**src/icache_pkg.sv**
```systemverilog
package icache_pkg;

    // cache geometry
    localparam int IC_SETS    = 64;
    localparam int IC_INDEX_W = 6;
    localparam int IC_TAG_W   = 55;

    // replacement age counters, saturating
    localparam int IC_AGE_W   = 3;

    // one fetched instruction
    typedef logic [31:0] icache_inst_t;

    // fetch address split
    // tag | index | half | byte offset
    typedef struct packed {
        logic [IC_TAG_W-1:0]   tag;
        logic [IC_INDEX_W-1:0] index;
        logic                  half;
        logic [1:0]            offset;
    } icache_addr_t;

    // refill word from memory
    // raw view for storage, inst view for picking a half
    typedef union packed {
        logic [63:0]           raw;
        icache_inst_t [1:0]    inst;
    } icache_line_u;

    // controller states, one-hot
    typedef enum logic [3:0] {
        IDLE   = 4'b0001,
        LOOKUP = 4'b0010,
        REFILL = 4'b0100,
        RESP   = 4'b1000
    } icache_state_e;

endpackage

```
**src/icache_tag_ram.sv**
```systemverilog
`timescale 1ns/100ps

module icache_tag_ram (
    input  logic                              clk,
    input  logic                              rst,
    input  logic [icache_pkg::IC_INDEX_W-1:0] i_index,
    input  logic                              i_we,
    input  logic [icache_pkg::IC_TAG_W-1:0]   i_tag,
    output logic [icache_pkg::IC_TAG_W-1:0]   o_tag,
    output logic                              o_valid
);
    import icache_pkg::*;

    logic [IC_TAG_W-1:0] tag_mem [IC_SETS];
    logic [IC_SETS-1:0]  valid_q;

    // tag storage, read is registered
    always_ff @(posedge clk) begin
        if (i_we) begin
            tag_mem[i_index] <= i_tag;
        end
        o_tag <= tag_mem[i_index];
    end

    // valid bits, all cleared on reset
    always_ff @(posedge clk or negedge rst) begin
        if (!rst) begin
            valid_q <= '0;
        end else if (i_we) begin
            valid_q[i_index] <= 1'b1;
        end
    end

    // registered valid read, follows the tag read
    always_ff @(posedge clk or negedge rst) begin
        if (!rst) begin
            o_valid <= 1'b0;
        end else begin
            o_valid <= valid_q[i_index];
        end
    end

endmodule

```
**config.mk**
```make
export PLATFORM = sky130hd
export DESIGN_NAME = icache_tag_ram
export DESIGN_NICKNAME = d
export VERILOG_FILES = /design/src/icache_pkg.sv /design/src/icache_tag_ram.sv
export SDC_FILE = /design/constraint.sdc
export NUM_CORES = 2
export LEC_CHECK = 0
export BUFFER_PORTS_ARGS = -buffer_cell sky130_fd_sc_hd__buf_4
export CORE_MARGIN = 2
export CORE_UTILIZATION = 25
export CTS_BUF_LIST = sky130_fd_sc_hd__clkbuf_16
export CTS_CLUSTER_SIZE = 40
export DETAILED_ROUTE_END_ITERATION = 8
export MAX_ROUTING_LAYER = met4
export PLACE_DENSITY_LB_ADDON = 0.05
export SLEW_MARGIN = 20
export SYNTH_ARGS = -nofsm -noshare
export SYNTH_HDL_FRONTEND = slang
export SYNTH_SLANG_ARGS = --single-unit
```
**constraint.sdc**
```tcl
create_clock -name clk -period 2.48 [get_ports clk]
set_input_delay 0.372 -clock clk [delete_from_list [all_inputs] [get_ports clk]]
set_output_delay 0.372 -clock clk [all_outputs]
set_load 0.02 [all_outputs]
```
==> flow_summary_export.csv <==
group,metric,value,unit
routing,firstDrtPassIters,5,
synth,synthXorXnorAreaFrac,0,%
worst_setup_path,crit_arrival,3180,ps
synth,synth_compound_area_share,11.0,%
worst_setup_path,slowest_delay,510,ps
grt,grt_util_met3,2.18,%
layout,fin_nets,9018,
clocking,cts_num_sinks,3640,
sta,fmax,432,MHz
die,num_io_pins,120,
synth,synth-seq-cells,3640,
sta,post-route-period-util,93.3,%
layout,stdcell_count,16600,
clocking,path_clk_slew,60,ps
synth,syn_nets,7686,
synth,synthesis.area,0.137,sq mm
sta,setup_violations,0,
pwr,peakVddDrop,0.604,mV
grt,antenna_found_initial,49,
clocking,cts_buffer_depth,4,
sta,hold_viol_final,0,
layout,layout_common_cells,"3,520 x edfxtp_1, 882 x buf_4, 556 x a221oi_1",
worst_setup_path,critPathTopFamily,"compound AO/OA/AOI/OAI gates",
hold_path,holdCritStartpoint,"i_we",
sta,rsz0062_at_grt,"false",
synth,yosysWarnings,0,
routing,initialDrtViolationCount,7365,
job,cap_violations,0,
place,dp.cells,15700,
die,die_w,745,um
synth,seq_area_frac_synth,79.0,%
clocking,cts-root-buf,"clkbuf_16",
worst_setup_path,crit_slowest_cell,"a222oi_1",
worst_setup_path,critPathLaunch,"tag_mem[56][53]",
synth,yosys.area_share.adder,0,%
worst_setup_path,start_kind,"register",
grt,met2_usage,33.1,%
clocking,cts_max_level,5,
sta,slew-limit-headroom,34.9,%
routing,avgRoutedWirePerCell,34.4,um
place,dp.final_hpwl,386000,um
grt,grt_pass1_wl,766000,um
routing,post_drt_via_cell_ratio,4.91,
grt,grtUsageMet1,28.9,%
grt,gr-max-usage-layer,"met2",
routing,finalWirelength,571000,um
place,io_buffers,119,
synth,synth_edf_count,3520,
grt,grt_usage,20.7,%
pwr,power,138,mW
synth,syn_inst,7622,
layout,drive_above_1_share,25.9,%
synth,synth_top_family_by_area,"compound AO/OA/AOI/OAI gates",
clocking,numCtsBuffers,428,
hold_path,min_path_type,"input port to register",
synth,synthArstFlopShare,1.79,%
run_status,outcome,"complete, no violations",
layout,n_fill_cell,52700,
place,gp_congestion,0.780,
pwr,cellLeakagePower,57.2,nW
pwr,power.density,787,mW/mm^2
die,die_area,0.555,sq mm
sta,skew,53.3,ps
grt,overflow,0,
die,initial_utilization,25.1,%
synth,synth_ff_type,"edfxtp_1",
layout,area_delta_synth_final,27.9,%
grt,grt_pass1_vias,83400,
grt,grt_max_degree,68,
synth,ys_types,58,
die,rows,272,
clocking,clk_latency,1060,ps
routing,via_count,81400,
die,core-area,0.548,sq mm
worst_setup_path,critPathMaxFanout,1,
worst_setup_path,worstPathRequired,3350,ps
routing,drc,0,
synth,avgSynthCellArea,18.0,sq um
synth,muxShareOfSynthArea,5.10,%
sta,worstMarginPinSlew,974,ps
sta,drv_slew,0,
die,die_h,745,um
synth,synth-simple-area-share,2.83,%
clocking,cts_tree,"done",
worst_setup_path,critPathBufInv,0,
sta,min_period,2310,ps
layout,final_common_cell,"edfxtp_1",
worst_setup_path,worst-setup-path-type,"register to register",
clocking,postCtsSetupBuffers,0,
worst_setup_path,setup.worst_path.end_class,"register",
worst_setup_path,r2r-start,"tag_mem[56][53]",
worst_setup_path,crit_chain,"mux2_2, a221o_1, a222oi_1, o22ai_1, or4_1",
routing,postRouteAntennaNets,0,
through the flow:
stage	utilization [%]	TNS, ps	hold WS, ps	area, sq um	setup WS, ps
floorplan	-	-1167410	76.4	138000	-403
global placement	29.5	-679910	392	162000	-803
detailed placement	29.5	-692290	400	162000	-791
CTS	32.0	0	59.3	175000	23.1
global route	32.0	0	103	175000	79.5
finish	32.1	0	172	176000	165
kinds of logic after synthesis:
family | count (synthesis)
AOI/OAI and AO/OA | 2057
buffers and inverters | 573
DFF | 3640
and+or+nand+nor | 803
muxes | 549
metal layers:
layer	wire length [um]	share of wire [%]
met1	269000	47
met2	269000	47
met3	21300	3.7
met4	11700	2.0
met5	0	0
cells in the mapped netlist, drive strengths merged, types with 30 or more instances:
master,number,area [sq um]
dfrtp,65,1630
a22oi,500,3750
clkbuf,184,691
mux4,104,2340
a31oi,33,206
a22o,51,447
o21ai,220,1100
or2,67,419
a211oi,30,225
mux2,155,1750
nor2,268,1010
mux2i,290,2900
o22ai,234,1460
a221oi,562,4950
dfxtp,55,1100
o221ai,35,307
edfxtp,3520,106000
nand2,167,627
buf,385,2130
a221o,36,360
nand3,49,245
nor3,98,490
a21oi,235,1180
path summary, 6_finish.rpt:
path | to | slack (ps) | cells after the start
worst max-delay path | o_tag[53] | 170 | 5
worst min-delay path | tag_mem[22][52] | 170 | 5
worst max register to register | o_tag[53] | 170 | 5
worst min register to register | valid_q[23] | 460 | 1
max in group asynchronous | valid_q[30] | 1700 | 4
min in group asynchronous | valid_q[10] | 540 | 4
tightest hold or removal path: stages:
cell     delay [ps]
buf_4           170
nand3_4          90
buf_12          170
nor2_4           70
buf_12          160
area by class of cell:
| type | count | area [sq um] | area share (%) |
|---|---|---|---|
| Sequential cell | 3640 | 108000 | 61.8 |
| Multi-Input combinational cell | 3409 | 26700 | 15.2 |
| Timing Repair Buffer | 1471 | 17800 | 10.2 |
| Clock buffer | 428 | 10700 | 6.10 |
| Tap cell | 7261 | 9080 | 5.18 |
| Clock inverter | 357 | 2650 | 1.51 |
| Antenna cell | 16 | 40.0 | 0.0228 |
| Inverter | 4 | 37.5 | 0.0214 |
sequential cells by signal, indices dropped and copies added (netlist names):
name,cells
o_tag,55
o_valid,1
valid_q,64
tag_mem,3520
report_power, final:
group	total [mW]	switching, mW	internal (mW)
sequential	68.7	0.487	68.2
combinational	9.23	5.90	3.32
clock	60.2	26.3	33.8
total	138	32.7	105
what timing repair did:
item	4_1_cts	5_1_grt
endpoints found under the hold margin	3576	0
hold buffers	58	0
endpoints found under the setup margin	2	0
gates resized for setup	2	0
Power figures use the tool's default switching activity.
