<file path="config.mk">
export PLATFORM = sky130hd
export DESIGN_NAME = icache_ctrl
export DESIGN_NICKNAME = d
export VERILOG_FILES = /design/src/icache_pkg.sv /design/src/icache_ctrl.sv
export SDC_FILE = /design/constraint.sdc
export NUM_CORES = 1
export LEC_CHECK = 0
export BUFFER_PORTS_ARGS = -buffer_cell sky130_fd_sc_hd__buf_4
export CAP_MARGIN = 20
export CORE_AREA = 4 4 232 234
export DETAILED_ROUTE_END_ITERATION = 7
export DIE_AREA = 0 0 236 238
export GPL_ROUTABILITY_DRIVEN = 0
export PLACE_DENSITY = 0.39
export SLEW_MARGIN = 10
export SYNTH_ARGS = -nofsm -noshare
export SYNTH_HDL_FRONTEND = slang
export SYNTH_SLANG_ARGS = --single-unit
</file>
<file path="constraint.sdc">
create_clock -name clk -period 9.18 [get_ports clk]
set_input_delay 0.459 -clock clk [delete_from_list [all_inputs] [get_ports clk]]
set_output_delay 0.459 -clock clk [all_outputs]
set_load 0.05 [all_outputs]
</file>
<file path="src/icache_pkg.sv">
package icache_pkg;

    // cache geometry
    localparam int IC_SETS    = 64;
    localparam int IC_INDEX_W = 6;
    localparam int IC_TAG_W   = 55;

    // replacement age counters, saturating
    localparam int IC_AGE_W   = 3;

    // one fetched instruction
    typedef logic [31:0] icache_inst_t;

    // fetch address split
    // tag | index | half | byte offset
    typedef struct packed {
        logic [IC_TAG_W-1:0]   tag;
        logic [IC_INDEX_W-1:0] index;
        logic                  half;
        logic [1:0]            offset;
    } icache_addr_t;

    // refill word from memory
    // raw view for storage, inst view for picking a half
    typedef union packed {
        logic [63:0]           raw;
        icache_inst_t [1:0]    inst;
    } icache_line_u;

    // controller states, one-hot
    typedef enum logic [3:0] {
        IDLE   = 4'b0001,
        LOOKUP = 4'b0010,
        REFILL = 4'b0100,
        RESP   = 4'b1000
    } icache_state_e;

endpackage

</file>
<file path="src/icache_ctrl.sv">
`timescale 1ns/100ps

module icache_ctrl (
    input  logic                              clk,
    input  logic                              rst,
    // fetch side
    input  logic                              i_inst_ena,
    input  icache_pkg::icache_addr_t          i_inst_addr,
    output icache_pkg::icache_inst_t          o_inst_data,
    output logic                              o_inst_valid,
    // memory side
    output logic                              o_mem_read_ena,
    output logic [63:0]                       o_mem_addr,
    input  icache_pkg::icache_line_u          i_mem_data,
    input  logic                              i_mem_ok,
    // tag rams
    output logic [icache_pkg::IC_INDEX_W-1:0] o_index,
    input  logic [icache_pkg::IC_TAG_W-1:0]   i_tag0,
    input  logic                              i_valid0,
    input  logic [icache_pkg::IC_TAG_W-1:0]   i_tag1,
    input  logic                              i_valid1,
    output logic                              o_tag_we0,
    output logic                              o_tag_we1,
    output logic [icache_pkg::IC_TAG_W-1:0]   o_wr_tag,
    // data rams
    input  icache_pkg::icache_line_u          i_line0,
    input  icache_pkg::icache_line_u          i_line1,
    output icache_pkg::icache_line_u          o_wr_line,
    // replacement tracker
    output logic                              o_access,
    output logic                              o_access_way,
    input  logic                              i_victim
);
    import icache_pkg::*;

    icache_state_e state_q;
    icache_state_e state_d;
    icache_addr_t  req_q;
    logic          victim_q;
    logic          hit0;
    logic          hit1;
    logic          hit;
    logic          lookup_hit;
    logic          refill_done;

    // rams read the incoming address while idle, so tags are ready in LOOKUP
    assign o_index = (state_q == IDLE) ? i_inst_addr.index : req_q.index;

    assign hit0 = i_valid0 && (i_tag0 == req_q.tag);
    assign hit1 = i_valid1 && (i_tag1 == req_q.tag);
    assign hit  = hit0 || hit1;

    assign lookup_hit  = (state_q == LOOKUP) && hit;
    assign refill_done = (state_q == REFILL) && i_mem_ok;

    // line aligned fetch address
    assign o_mem_addr = {req_q.tag, req_q.index, 3'b000};

    // refill writes go to the way picked at miss time
    assign o_tag_we0 = refill_done && !victim_q;
    assign o_tag_we1 = refill_done && victim_q;
    assign o_wr_tag  = req_q.tag;
    assign o_wr_line = i_mem_data;

    // age update on every hit and every refill
    assign o_access     = lookup_hit || refill_done;
    assign o_access_way = (state_q == LOOKUP) ? hit1 : victim_q;

    // request and victim capture
    always_ff @(posedge clk) begin
        if ((state_q == IDLE) && i_inst_ena) begin
            req_q <= i_inst_addr;
        end
        if ((state_q == LOOKUP) && !hit) begin
            victim_q <= i_victim;
        end
    end

    always_comb begin
        state_d = state_q;
        case (state_q)
            IDLE: begin
                if (i_inst_ena) begin
                    state_d = LOOKUP;
                end
            end
            LOOKUP: begin
                state_d = hit ? RESP : REFILL;
            end
            REFILL: begin
                // wait as long as memory needs
                if (i_mem_ok) begin
                    state_d = RESP;
                end
            end
            RESP: begin
                state_d = IDLE;
            end
            default: begin
                state_d = IDLE;
            end
        endcase
    end

    always_ff @(posedge clk or negedge rst) begin
        if (!rst) begin
            state_q        <= IDLE;
            o_inst_valid   <= 1'b0;
            o_inst_data    <= '0;
            o_mem_read_ena <= 1'b0;
        end else begin
            state_q      <= state_d;
            o_inst_valid <= 1'b0;
            if (lookup_hit) begin
                o_inst_valid <= 1'b1;
                o_inst_data  <= hit1 ? i_line1.inst[req_q.half] : i_line0.inst[req_q.half];
            end
            // miss, start the line fetch
            if ((state_q == LOOKUP) && !hit) begin
                o_mem_read_ena <= 1'b1;
            end
            // forward the wanted half straight from the memory word
            if (refill_done) begin
                o_mem_read_ena <= 1'b0;
                o_inst_valid   <= 1'b1;
                o_inst_data    <= i_mem_data.inst[req_q.half];
            end
        end
    end

    a_ena_in_idle: assert property (@(posedge clk) disable iff (!rst)
        i_inst_ena |-> (state_q == IDLE));

    a_read_held: assert property (@(posedge clk) disable iff (!rst)
        (o_mem_read_ena && !i_mem_ok) |=> (o_mem_read_ena && $stable(o_mem_addr)));

    a_one_hit: assert property (@(posedge clk) disable iff (!rst)
        (state_q == LOOKUP) |-> !(hit0 && hit1));

endmodule

</file>
==> reports/qor.yml <==
status:
  run_status: "completed"
synth:
  postSynth.asyncResetShare: 0.376
  synth-seq-area-share: 0.358
  avgSynthCellArea_um2: 9.57
  synth_edf_count: 63
  ys_warn_count: 0
  synth_cells: 831
  yosys.area.top_type: "edfxtp_1"
  yosysTopAreaCellShare: 0.238
  ys_seq_elements: 101
  synthTopCellsByArea: "edfxtp_1, buf_4, dfrtp_1"
  synth_area_um2: 7950
  yosysUniqueCellTypes: 57
  synthTopCellsByCount: "buf_4, nand2_1, xnor2_1, edfxtp_1, dfrtp_1"
  synthFlopType: "edfxtp_1"
  post-synth-top-count-cell: "buf_4"
placed_design:
  preCtsSetupSlack_ns: 5.27
  dp.cells: 1912
  port_buffers: 594
  post_dp_cell_area_um2: 11900
  dp_hpwl_um: 38200
cts:
  post-cts-setup-buffers: 0
  hold_buffers: 0
  cts_buffer_depth: 2
  tritoncts: "done"
  numCtsBuffers: 9
  postCtsResizedCells: 0
  clock_sinks: 101
  cts-root-buf: "clkbuf_16"
  h-tree-depth: 3
  clkTransAtPathRegs_ns: 0.08
  clock_latency_ns: 0.39
routing:
  drtAntennaViolNets: 0
  vias: 7782
  vias_per_cell: 4.03
  dr.pass1.iters: 5
  wl_per_cell_um: 23.6
  routed_wl_um: 45600
  drc: 0
  drt_iter0_markers: 252
final_layout:
  layout-drive-gt1-share: 0.531
  fin_area_um2: 12200
  layout.nets: 1608
  fin_cells: 1929
  utilization: 0.234
  area_delta_synth_final_pct: 53.1
grt:
  busiest_layer: "met2"
  grt_usage: 0.154
  grt_first_pass_wirelength_um: 61700
  grt_pass1_vias: 8344
  grt_overflow_total: 0
  grt_max_degree: 52
  grt_util_met1: 0.165
  use_met2: 0.290
  gr-usage-met3: 0.0417
  grt_antenna_before_repair: 3
sta:
  setup_viol: 0
  fmax_ghz: 0.243
  tns_ns: 0
  setup_ws_ns: 5.06
  hold_violations: 0
  rsz0062_at_grt: "no"
  hold_ws_ns: 0.0579
  worstMarginPinSlew_ns: 0.951
  relSlewSlack: 0.366
  fin_skew_ns: 0.0116
  period_share: 0.449
  final_max_slew_viol_count: 0
  fin_crit_ns: 4.12
hold_path:
  worst_hold_path_type: "in2async"
setup_path:
  critPathMaxFanout: 34
  crit_arrival_ns: 3.66
  crit_type: "reg2out"
  required_ns: 8.72
  cp-start-kind: "flop"
  endpoint_kind: "output pin"
floorplan:
  io_pins: 600
  start_util: 0.153
  dieArea_um2: 56200
  design.core.area_um2: 52000
  fp.dieW_um: 236
  rows: 84
  die_h_um: 238
job:
  maxCapViolations: 0
pwr:
  total_power_mw: 2.96
  p_per_area_nw_per_um2: 243
  ir_drop_uv: 104
  leakage_nw: 5.35
## placed cells by master, fill, tap and decap left out, drive strengths merged, types with 2 or more instances in the layout
| cell | n |
|---|---|
| buf | 606 |
| nor2b | 14 |
| a22oi | 13 |
| inv | 19 |
| and3 | 7 |
| a31oi | 13 |
| a221oi | 19 |
| edfxtp | 63 |
| o22ai | 5 |
| o31ai | 32 |
| or4 | 2 |
| a211oi | 19 |
| nor2 | 13 |
| a21oi | 24 |
| mux2i | 32 |
| nor4 | 9 |
| nand4 | 35 |
| a2111o | 4 |
| o221ai | 2 |
| nand2 | 90 |
| xnor2 | 72 |
| o41ai | 2 |
| nand3 | 8 |
| and2 | 4 |
| xor2 | 8 |
| nor3 | 4 |
| clkbuf | 9 |
| dfrtp | 37 |
| o2111ai | 3 |
| nor4b | 2 |
| mux2 | 18 |
| nand2b | 30 |
| and4 | 2 |
| conb | 3 |
| clkinv | 3 |
## worst paths after layout
path	start	to	slack (ns)	cells after the start
max	o_wr_tag[50]	o_access	5.06	9
min reg2reg	o_mem_read_ena	o_mem_read_ena	0.50	1
max reg2reg	o_wr_tag[50]	o_inst_data[19]	5.43	7
min	rst	o_inst_data[19]	0.06	1
min in group clk	i_inst_addr[26]	o_wr_tag[17]	0.24	1
max in group asynchronous	rst	state_q[2]	8.74	1
## area by class of cell
class | count | area (µm²)
Inverter | 16 | 60.1
Tap cell | 688 | 861
Fill cell | 5657 | 39900
Sequential cell | 101 | 2840
Antenna cell | 1 | 2.50
Multi-Input combinational cell | 501 | 3570
Timing Repair Buffer | 606 | 4550
Clock inverter | 7 | 57.6
Clock buffer | 9 | 225
## kinds of logic (layout without fill, tap and decap cells)
kind of cell           after synthesis  after routing  share of synthesized area
buffers and inverters              231            638                      0.199
AND/OR/NAND/NOR                    227            227                      0.150
AO/OA/AOI/OAI                      141            141                      0.139
flip-flops                         101            101                      0.358
XOR/XNOR                            80             80                     0.0881
multiplexers                        50             50                     0.0658
other                                1              4                   0.000472
## layer usage
metal	wire length [µm]	vias to the layer above	part of all wire
met5	30	-	0.00066
met4	1170	4	0.026
met3	3350	47	0.073
met2	24000	430	0.53
met1	17100	3678	0.37
li1	-	3623	-
## sequential cells by signal, indices dropped and copies added (netlist names)
name            flops
o_inst_data        32
o_inst_valid        1
o_mem_addr          6
o_mem_read_ena      1
o_wr_tag           55
req_q               1
state_q             4
victim_q            1
## critical path, cell delays in order (launching register included)
cell and delay, ns:
edfxtp_1 0.49, xnor2_1 0.58, nand4_1 0.15, nor4_1 0.54, nand3_1 0.34, nor3_4 0.18
buf_4 0.44, nor2_1 0.20, inv_1 0.14, buf_4 0.22
## power by group
group	switching, mW	total (mW)	internal [mW]
clock network	0.216	0.405	0.189
registers	0.148	0.794	0.646
logic	1.18	1.76	0.576
total	1.55	2.96	1.41
Power figures use the tool's default switching activity.
