File: config.mk
export PLATFORM = sky130hd
export DESIGN_NAME = icache_lru
export DESIGN_NICKNAME = d
export VERILOG_FILES = /design/src/icache_pkg.sv /design/src/icache_lru.sv
export SDC_FILE = /design/constraint.sdc
export NUM_CORES = 1
export LEC_CHECK = 0
export BUFFER_PORTS_ARGS = -buffer_cell sky130_fd_sc_hd__clkbuf_2
export CORE_UTILIZATION = 55
export DETAILED_ROUTE_END_ITERATION = 7
export PLACE_DENSITY = 0.77
export SLEW_MARGIN = 20
export SYNTH_ARGS = -nofsm -noshare
export SYNTH_HDL_FRONTEND = slang
export SYNTH_SLANG_ARGS = --single-unit
File: constraint.sdc
create_clock -name clk -period 4.33 [get_ports clk]
set_clock_uncertainty 0.05 [all_clocks]
set_input_delay 0.2165 -clock clk [delete_from_list [all_inputs] [get_ports clk]]
set_output_delay 0.2165 -clock clk [all_outputs]
set_load 0.03 [all_outputs]
File: src/icache_pkg.sv
package icache_pkg;

    // cache geometry
    localparam int IC_SETS    = 64;
    localparam int IC_INDEX_W = 6;
    localparam int IC_TAG_W   = 55;

    // replacement age counters, saturating
    localparam int IC_AGE_W   = 3;

    // one fetched instruction
    typedef logic [31:0] icache_inst_t;

    // fetch address split
    // tag | index | half | byte offset
    typedef struct packed {
        logic [IC_TAG_W-1:0]   tag;
        logic [IC_INDEX_W-1:0] index;
        logic                  half;
        logic [1:0]            offset;
    } icache_addr_t;

    // refill word from memory
    // raw view for storage, inst view for picking a half
    typedef union packed {
        logic [63:0]           raw;
        icache_inst_t [1:0]    inst;
    } icache_line_u;

    // controller states, one-hot
    typedef enum logic [3:0] {
        IDLE   = 4'b0001,
        LOOKUP = 4'b0010,
        REFILL = 4'b0100,
        RESP   = 4'b1000
    } icache_state_e;

endpackage

File: src/icache_lru.sv
`timescale 1ns/100ps

module icache_lru (
    input  logic                              clk,
    input  logic                              rst,
    input  logic                              i_access,
    input  logic [icache_pkg::IC_INDEX_W-1:0] i_index,
    input  logic                              i_way,
    input  logic                              i_valid0,
    input  logic                              i_valid1,
    output logic                              o_victim
);
    import icache_pkg::*;

    logic [IC_AGE_W-1:0] age0 [IC_SETS];
    logic [IC_AGE_W-1:0] age1 [IC_SETS];

    // used way goes to zero, the other one ages
    always_ff @(posedge clk or negedge rst) begin
        if (!rst) begin
            for (int i = 0; i < IC_SETS; i++) begin
                age0[i] <= '0;
                age1[i] <= '0;
            end
        end else if (i_access) begin
            if (i_way) begin
                age1[i_index] <= '0;
                if (age0[i_index] != '1) begin
                    age0[i_index] <= age0[i_index] + 1'b1;
                end
            end else begin
                age0[i_index] <= '0;
                if (age1[i_index] != '1) begin
                    age1[i_index] <= age1[i_index] + 1'b1;
                end
            end
        end
    end

    // empty way first, then the older one, ties to way 0
    always_comb begin
        if (!i_valid0) begin
            o_victim = 1'b0;
        end else if (!i_valid1) begin
            o_victim = 1'b1;
        end else begin
            o_victim = (age1[i_index] > age0[i_index]);
        end
    end

    a_way_known: assert property (@(posedge clk) disable iff (!rst)
        i_access |-> !$isunknown(i_way));

endmodule

==> results of run 1 <==
## flip-flops by register name (all words and copies together) (netlist names)
register  cells
age1        192
age0        192
## logic make-up after synthesis
group,Yosys count
AND/OR/NAND/NOR,545
AO/OA/AOI/OAI,434
flip-flops,384
adder cells (fa/ha/maj),7
buffers and inverters,104
multiplexers,207
## per-stage QoR
stage | total power (uW) | utilization [%]
after CTS | 8430 | 63.3
after floorplan | 4590 | -
after global routing | 8690 | 63.3
final | 8420 | 63.3
after global placement | 4930 | 59.1
after detailed placement | 4970 | 59.1
## layout by cell type (no fill, tap or decap), drive strengths merged, types with 2 or more instances in the layout
cell / instances
a211oi: 3
a21oi: 13
a221o: 2
a221oi: 33
a22oi: 45
a31oi: 8
a32oi: 4
and2: 8
and3: 8
and3b: 7
and4: 4
buf: 114
bufinv: 3
clkbuf: 72
clkinv: 5
dfrtp: 384
ha: 7
inv: 4
mux2: 140
mux2i: 38
mux4: 29
nand2: 429
nand2b: 5
nand3: 13
nand3b: 3
nand4: 6
nor2: 20
nor2b: 10
nor3: 11
nor3b: 9
nor4: 3
o211a: 2
o211ai: 2
o21ai: 290
o221ai: 2
o22a: 8
o22ai: 11
or3b: 3
## worst max-delay path: stages
cell	delay (ns)
buf_4	0.46
buf_4	0.32
and3b_1	0.50
buf_4	0.32
a22oi_1	0.11
o211ai_1	0.15
a21oi_1	0.17
and4_1	0.28
ha_1	0.30
nor2b_1	0.14
o21a_1	0.16
o21ai_0	0.39
a21boi_0	0.16
clkbuf_2	0.21
## area by class of cell
type,count,area (um^2),area share (%)
inverters,5,18.8,0.0935
well taps,402,503,2.51
flip-flops and latches,384,9610,47.9
clock buffers,64,1210,6.04
multi-input cells,1193,7640,38.1
repair buffers,123,973,4.85
clock inverters,8,118,0.586
## synth_stat cells, drive strengths merged (6+ instances only)
cell	count	share of area, %
and3	8	0.28
mux2i	38	2.1
mux4	29	3.7
a31oi	8	0.28
nor3	11	0.39
a221oi	33	1.6
o22ai	11	0.39
nand2	429	9.0
nor3b	9	0.41
nand3	13	0.37
a21oi	13	0.39
nor2	20	0.42
a22oi	45	1.9
nor2b	10	0.35
dfrtp	384	54
o21ai	290	8.2
o22a	8	0.39
nand4	6	0.21
ha	7	0.49
and3b	7	0.34
clkbuf	50	1.1
and2	8	0.28
mux2	140	8.9
buf	49	2.1
## power groups by stage
stage | combinational, uW | clock [uW] | sequential (uW)
global placement | 864 | 0 | 4060
detailed placement | 892 | 0 | 4080
global route | 988 | 3660 | 4040
finish | 911 | 3490 | 4020
CTS | 898 | 3520 | 4010
floorplan | 570 | 0 | 4020
## per-layer routing
metal  up-vias  wire, um  track usage (%)
met2       675     22500             48.2
met5         -         0                0
met4         0      2630             14.7
met1      6866     19900             42.0
li1       6144         -                -
met3       196      4770             5.88
## path summary, 6_finish.rpt
check                      startpoint   endpoint
min                               rst   age1[52]
max reg2reg                  age1[12]  age1[129]
min reg2reg                  age0[68]   age0[68]
max in group asynchronous         rst   age1[93]
max                        i_index[0]   o_victim
min in group clk             age0[68]   age0[68]
==> flow_summary.toml, run 1 <==
[timing]
max_slew_margin_pct = 29.0
slew_violations = 0
tns_ns = 0
min_period_over_period_pct = 97.5
holdWs_ns = 0.332
finalSetupViolCount = 0
hold_viol_final = 0
max_freq_ghz = 0.237
setup_ws_ns = 0.109
rsz0062_at_grt = "no"
finalCriticalPeriod_ns = 4.22
tightest_slew_ns = 1.06

[setup_path]
critical_path_class = "in -> out"
worstRegToRegCells = 11
critPathLaunchType = "input pin"
r2r_slack_ns = 0.49
crit_required_ns = 4.06
end_kind = "output port"
arrival_ns = 3.95
cp_max_fo = 37

[placed_design]
placed_cells = 2106
io_buffers = 12
gp_congestion = 0.960
dp_hpwl_um = 34200
place_area_mm2 = 0.0187
preCtsSetupSlack_ns = 0.0610

[routing]
avgViaCountPerCell = 6.37
drt_iter0_drc = 1268
totalWireLength_um = 49800
route.detailed.wl_per_inst_um = 22.9
first_pass_iters = 5
drc_errors = 0
ant_nets = 0
vias = 13900

[yosys]
synth_edf_count = 0
synth_top_family_by_area = "multiplexers"
yosysSeqAreaShare_pct = 54.0
synth-seq-cells = 384
synth_cell_types = 66
syn_inst = 1681
avgSynthCellArea_um2 = 10.6
synth_ff_type = "dfrtp_1"
ys_async_sr_fraction_pct = 100
syn_area_mm2 = 0.0178
yosys.area_share.simple_pct = 13.2
synth_adder_area_share_pct = 0.492
synth_xor_xnor_area_share_pct = 0
synth-compound-area-share_pct = 14.4
synth_warnings = 0
synth.mux.area_fraction_pct = 14.7
syn-num-nets = 1700

[clock_network]
cts_tree = "built"
cts-buffers-inserted = 40
cts_sinks = 384
cts_setup_buffers = 0
clkTransAtPathRegs_ns = 0.05
cts_repair_resize_count = 0
clock_latency_ns = 0.54
cts_hold_buf = 1
clockBufferDepth = 3
cts_root_buf = "clkbuf_16"
cts.htree.levels = 2

[final_layout]
antennaDiodeCount = 0
area_growth_pct = 12.8
drive_gt1_share_pct = 20.7
nFillCells = 2448
finalNetCount = 1766
stdcell_area_mm2 = 0.0201
fin_cells = 2179

[power]
pwr-share-clk_pct = 41.5
vdd_ir_drop_max_mv = 0.328
p_seq_share_pct = 47.7
switching_power_uw = 2110
switching_share_pct = 25.1
internal_power_uw = 6310
pwr-share-comb_pct = 10.8
leakagePower_uw = 0.00894
pwr_density_cell_mw_per_mm2 = 420

[hold_path]
min_path_type = "in -> async"

[floorplanning]
die_y_um = 182
row_count = 65
core_mm2 = 0.0317
initial_utilization_pct = 56.1
die_area_mm2 = 0.0331
dieWidth_um = 182
ioPinCount = 13

[global_route]
grt-ovfl-total = 0
antenna_found_initial = 0
grt_max_degree = 123
grt_pass1_wl_um = 79000
grt_pass1_vias = 14000
grt_usage_pct = 30.9

[status]
outcome = "complete, no violations"

[flow_run]
drv_cap = 0
Power figures use the tool's default switching activity.
==> run 2: changes to the inputs <==
--- a/config.mk
+++ b/config.mk
@@ -6,9 +6,9 @@
 export NUM_CORES = 1
 export LEC_CHECK = 0
 export BUFFER_PORTS_ARGS = -buffer_cell sky130_fd_sc_hd__clkbuf_2
-export CORE_UTILIZATION = 55
+export CORE_UTILIZATION = 35
 export DETAILED_ROUTE_END_ITERATION = 7
-export PLACE_DENSITY = 0.77
+export PLACE_DENSITY = 0.55
 export SLEW_MARGIN = 20
 export SYNTH_ARGS = -nofsm -noshare
 export SYNTH_HDL_FRONTEND = slang
==> run 2 against run 1 <==
Net effect:
- clock power rose by 10%
- worst setup slack improved by 0.25 ns
- wire length rose by 10%
- critical path type unchanged
- largest power group unchanged
==> flow_summary.toml, run 2 (same netlist as run 1, synthesis figures left out) <==
[status]
outcome = "complete, no violations"

[timing]
rsz0062_at_grt = "no"
slew_violations = 0
finalSetupViolCount = 0
finalCriticalPeriod_ns = 3.97
tightest_slew_ns = 1.06
tns_ns = 0
min_period_over_period_pct = 91.8
hold_viol_final = 0
max_freq_ghz = 0.252
max_slew_margin_pct = 29.1

[global_route]
grt-ovfl-total = 0
antenna_found_initial = 3
grt_usage_pct = 22.1
grt_pass1_wl_um = 85700
grt_max_degree = 146
grt_pass1_vias = 13600

[final_layout]
drive_gt1_share_pct = 22.4
area_growth_pct = 16.9
stdcell_area_mm2 = 0.0208
nFillCells = 4796
mostFrequentLayoutCell = "nand2_1"
reg.largest.list = "age0 (192), age1 (192)"
most-common-layout-cells = "nand2_1 (427), dfrtp_1 (384), o21ai_0 (285), mux2_2 (140), buf_4 (127)"
finalNetCount = 1794
fin_util_pct = 41.5

[floorplanning]
dieWidth_um = 227
die_y_um = 227
core_mm2 = 0.0502
die_area_mm2 = 0.0518
ioPinCount = 13
row_count = 82
initial_utilization_pct = 35.5

[clock_network]
cts.htree.levels = 2
clock_latency_ns = 0.58
cts_root_buf = "clkbuf_16"
cts_sinks = 384
cts_setup_buffers = 0
cts_tree = "built"
cts-buffers-inserted = 44
clockBufferDepth = 3
clkTransAtPathRegs_ns = 0.06

[placed_design]
gp_congestion = 0.885
dp_hpwl_um = 37900
io_buffers = 12
place_area_mm2 = 0.0193

[setup_path]
critPathLaunchType = "input pin"
crit_required_ns = 4.06
path_cells = "buf_4 -> buf_4 -> mux2_2 -> a221oi_1 -> o22ai_1 -> a22oi_1 -> and3_1 -> ha_1 -> o21a_1 -> o21ai_0 -> buf_4 -> a21boi_0 -> clkbuf_2"
cp_common_cell = "buf_4"
max_stage_delay_ns = 0.52
arrival_ns = 3.71
slowest_stage = "buf_4"
critical_path_class = "in -> out"
end_kind = "output port"
cp_max_fo = 30

[flow_run]
drv_cap = 0

[power]
pwr_density_cell_mw_per_mm2 = 423
vdd_ir_drop_max_mv = 0.264
leakagePower_uw = 0.00914
finalPower_uw = 8800

[routing]
route.detailed.wl_per_inst_um = 22.1
first_pass_iters = 5
drc_errors = 0
avgViaCountPerCell = 5.45
totalWireLength_um = 54800
drt_iter0_drc = 1195
route.met3.wl_um = 3220
maxUsedRoutingLayer = "met5"
ant_nets = 0
drt-met1-wl_um = 25400
vias = 13500
met2_wirelength_um = 24700

[hold_path]
min_path_type = "in -> async"
## run 2: worst paths after layout
kind | start | end | slack [ns] | cells after the start
setup reg to reg | age1[18] | age1[47] | 0.46 | 12
hold reg to reg | age0[91] | age0[91] | 0.42 | 2
hold / removal | rst | age1[92] | 0.09 | 2
min in group clk | i_index[2] | age1[87] | 0.32 | 5
max in group asynchronous | rst | age1[137] | 3.01 | 3
setup / recovery | i_index[0] | o_victim | 0.36 | 13
## run 2: layout make-up
cell class                      count  area (um^2)  area share (%)
Sequential cell                   384         9610            46.2
Multi-Input combinational cell   1193         7650            36.8
Clock buffer                       65         1320            6.35
Timing Repair Buffer              147         1190            5.74
Tap cell                          672          841            4.04
Clock inverter                     12          175           0.842
Inverter                            5         18.8          0.0902
Antenna cell                        1         2.50          0.0120
## run 2: through the flow
step	setup WS [ns]	instances	hold WS, ns
after detailed placement	0.0143	2400	0.0864
after CTS	0.384	2478	0.0843
after floorplan	0.765	1681	-0.129
final	0.357	2479	0.0881
after global routing	0.188	2479	0.125
after global placement	0.0355	2400	0.0885
## run 2: layer usage
| layer | up-vias | global-route usage, % |
|---|---|---|
| met1 | 6789 | 31.2 |
| met5 | - | 0 |
| met2 | 400 | 34.2 |
| li1 | 6196 | - |
| met4 | 4 | 6.88 |
| met3 | 117 | 4.14 |
## run 2: critical path, delay by kind of cell
family | cells | cell delay (ns)
AO/OA/AOI/OAI | 6 | 1.38
adder cells (fa/ha/maj) | 1 | 0.25
buffers and inverters | 4 | 1.22
multiplexers | 1 | 0.39
AND/OR/NAND/NOR | 1 | 0.21
## run 2: power breakdown
part | switching (uW) | internal (uW) | total [uW]
logic | 567 | 367 | 934
clock network | 1500 | 2340 | 3850
registers | 158 | 3860 | 4020
## run 2: what timing repair did
action	in CTS	in global routing
endpoints found under the setup margin	0	0
resized for setup	0	0
hold endpoints to repair	37	0
hold buffers	1	0
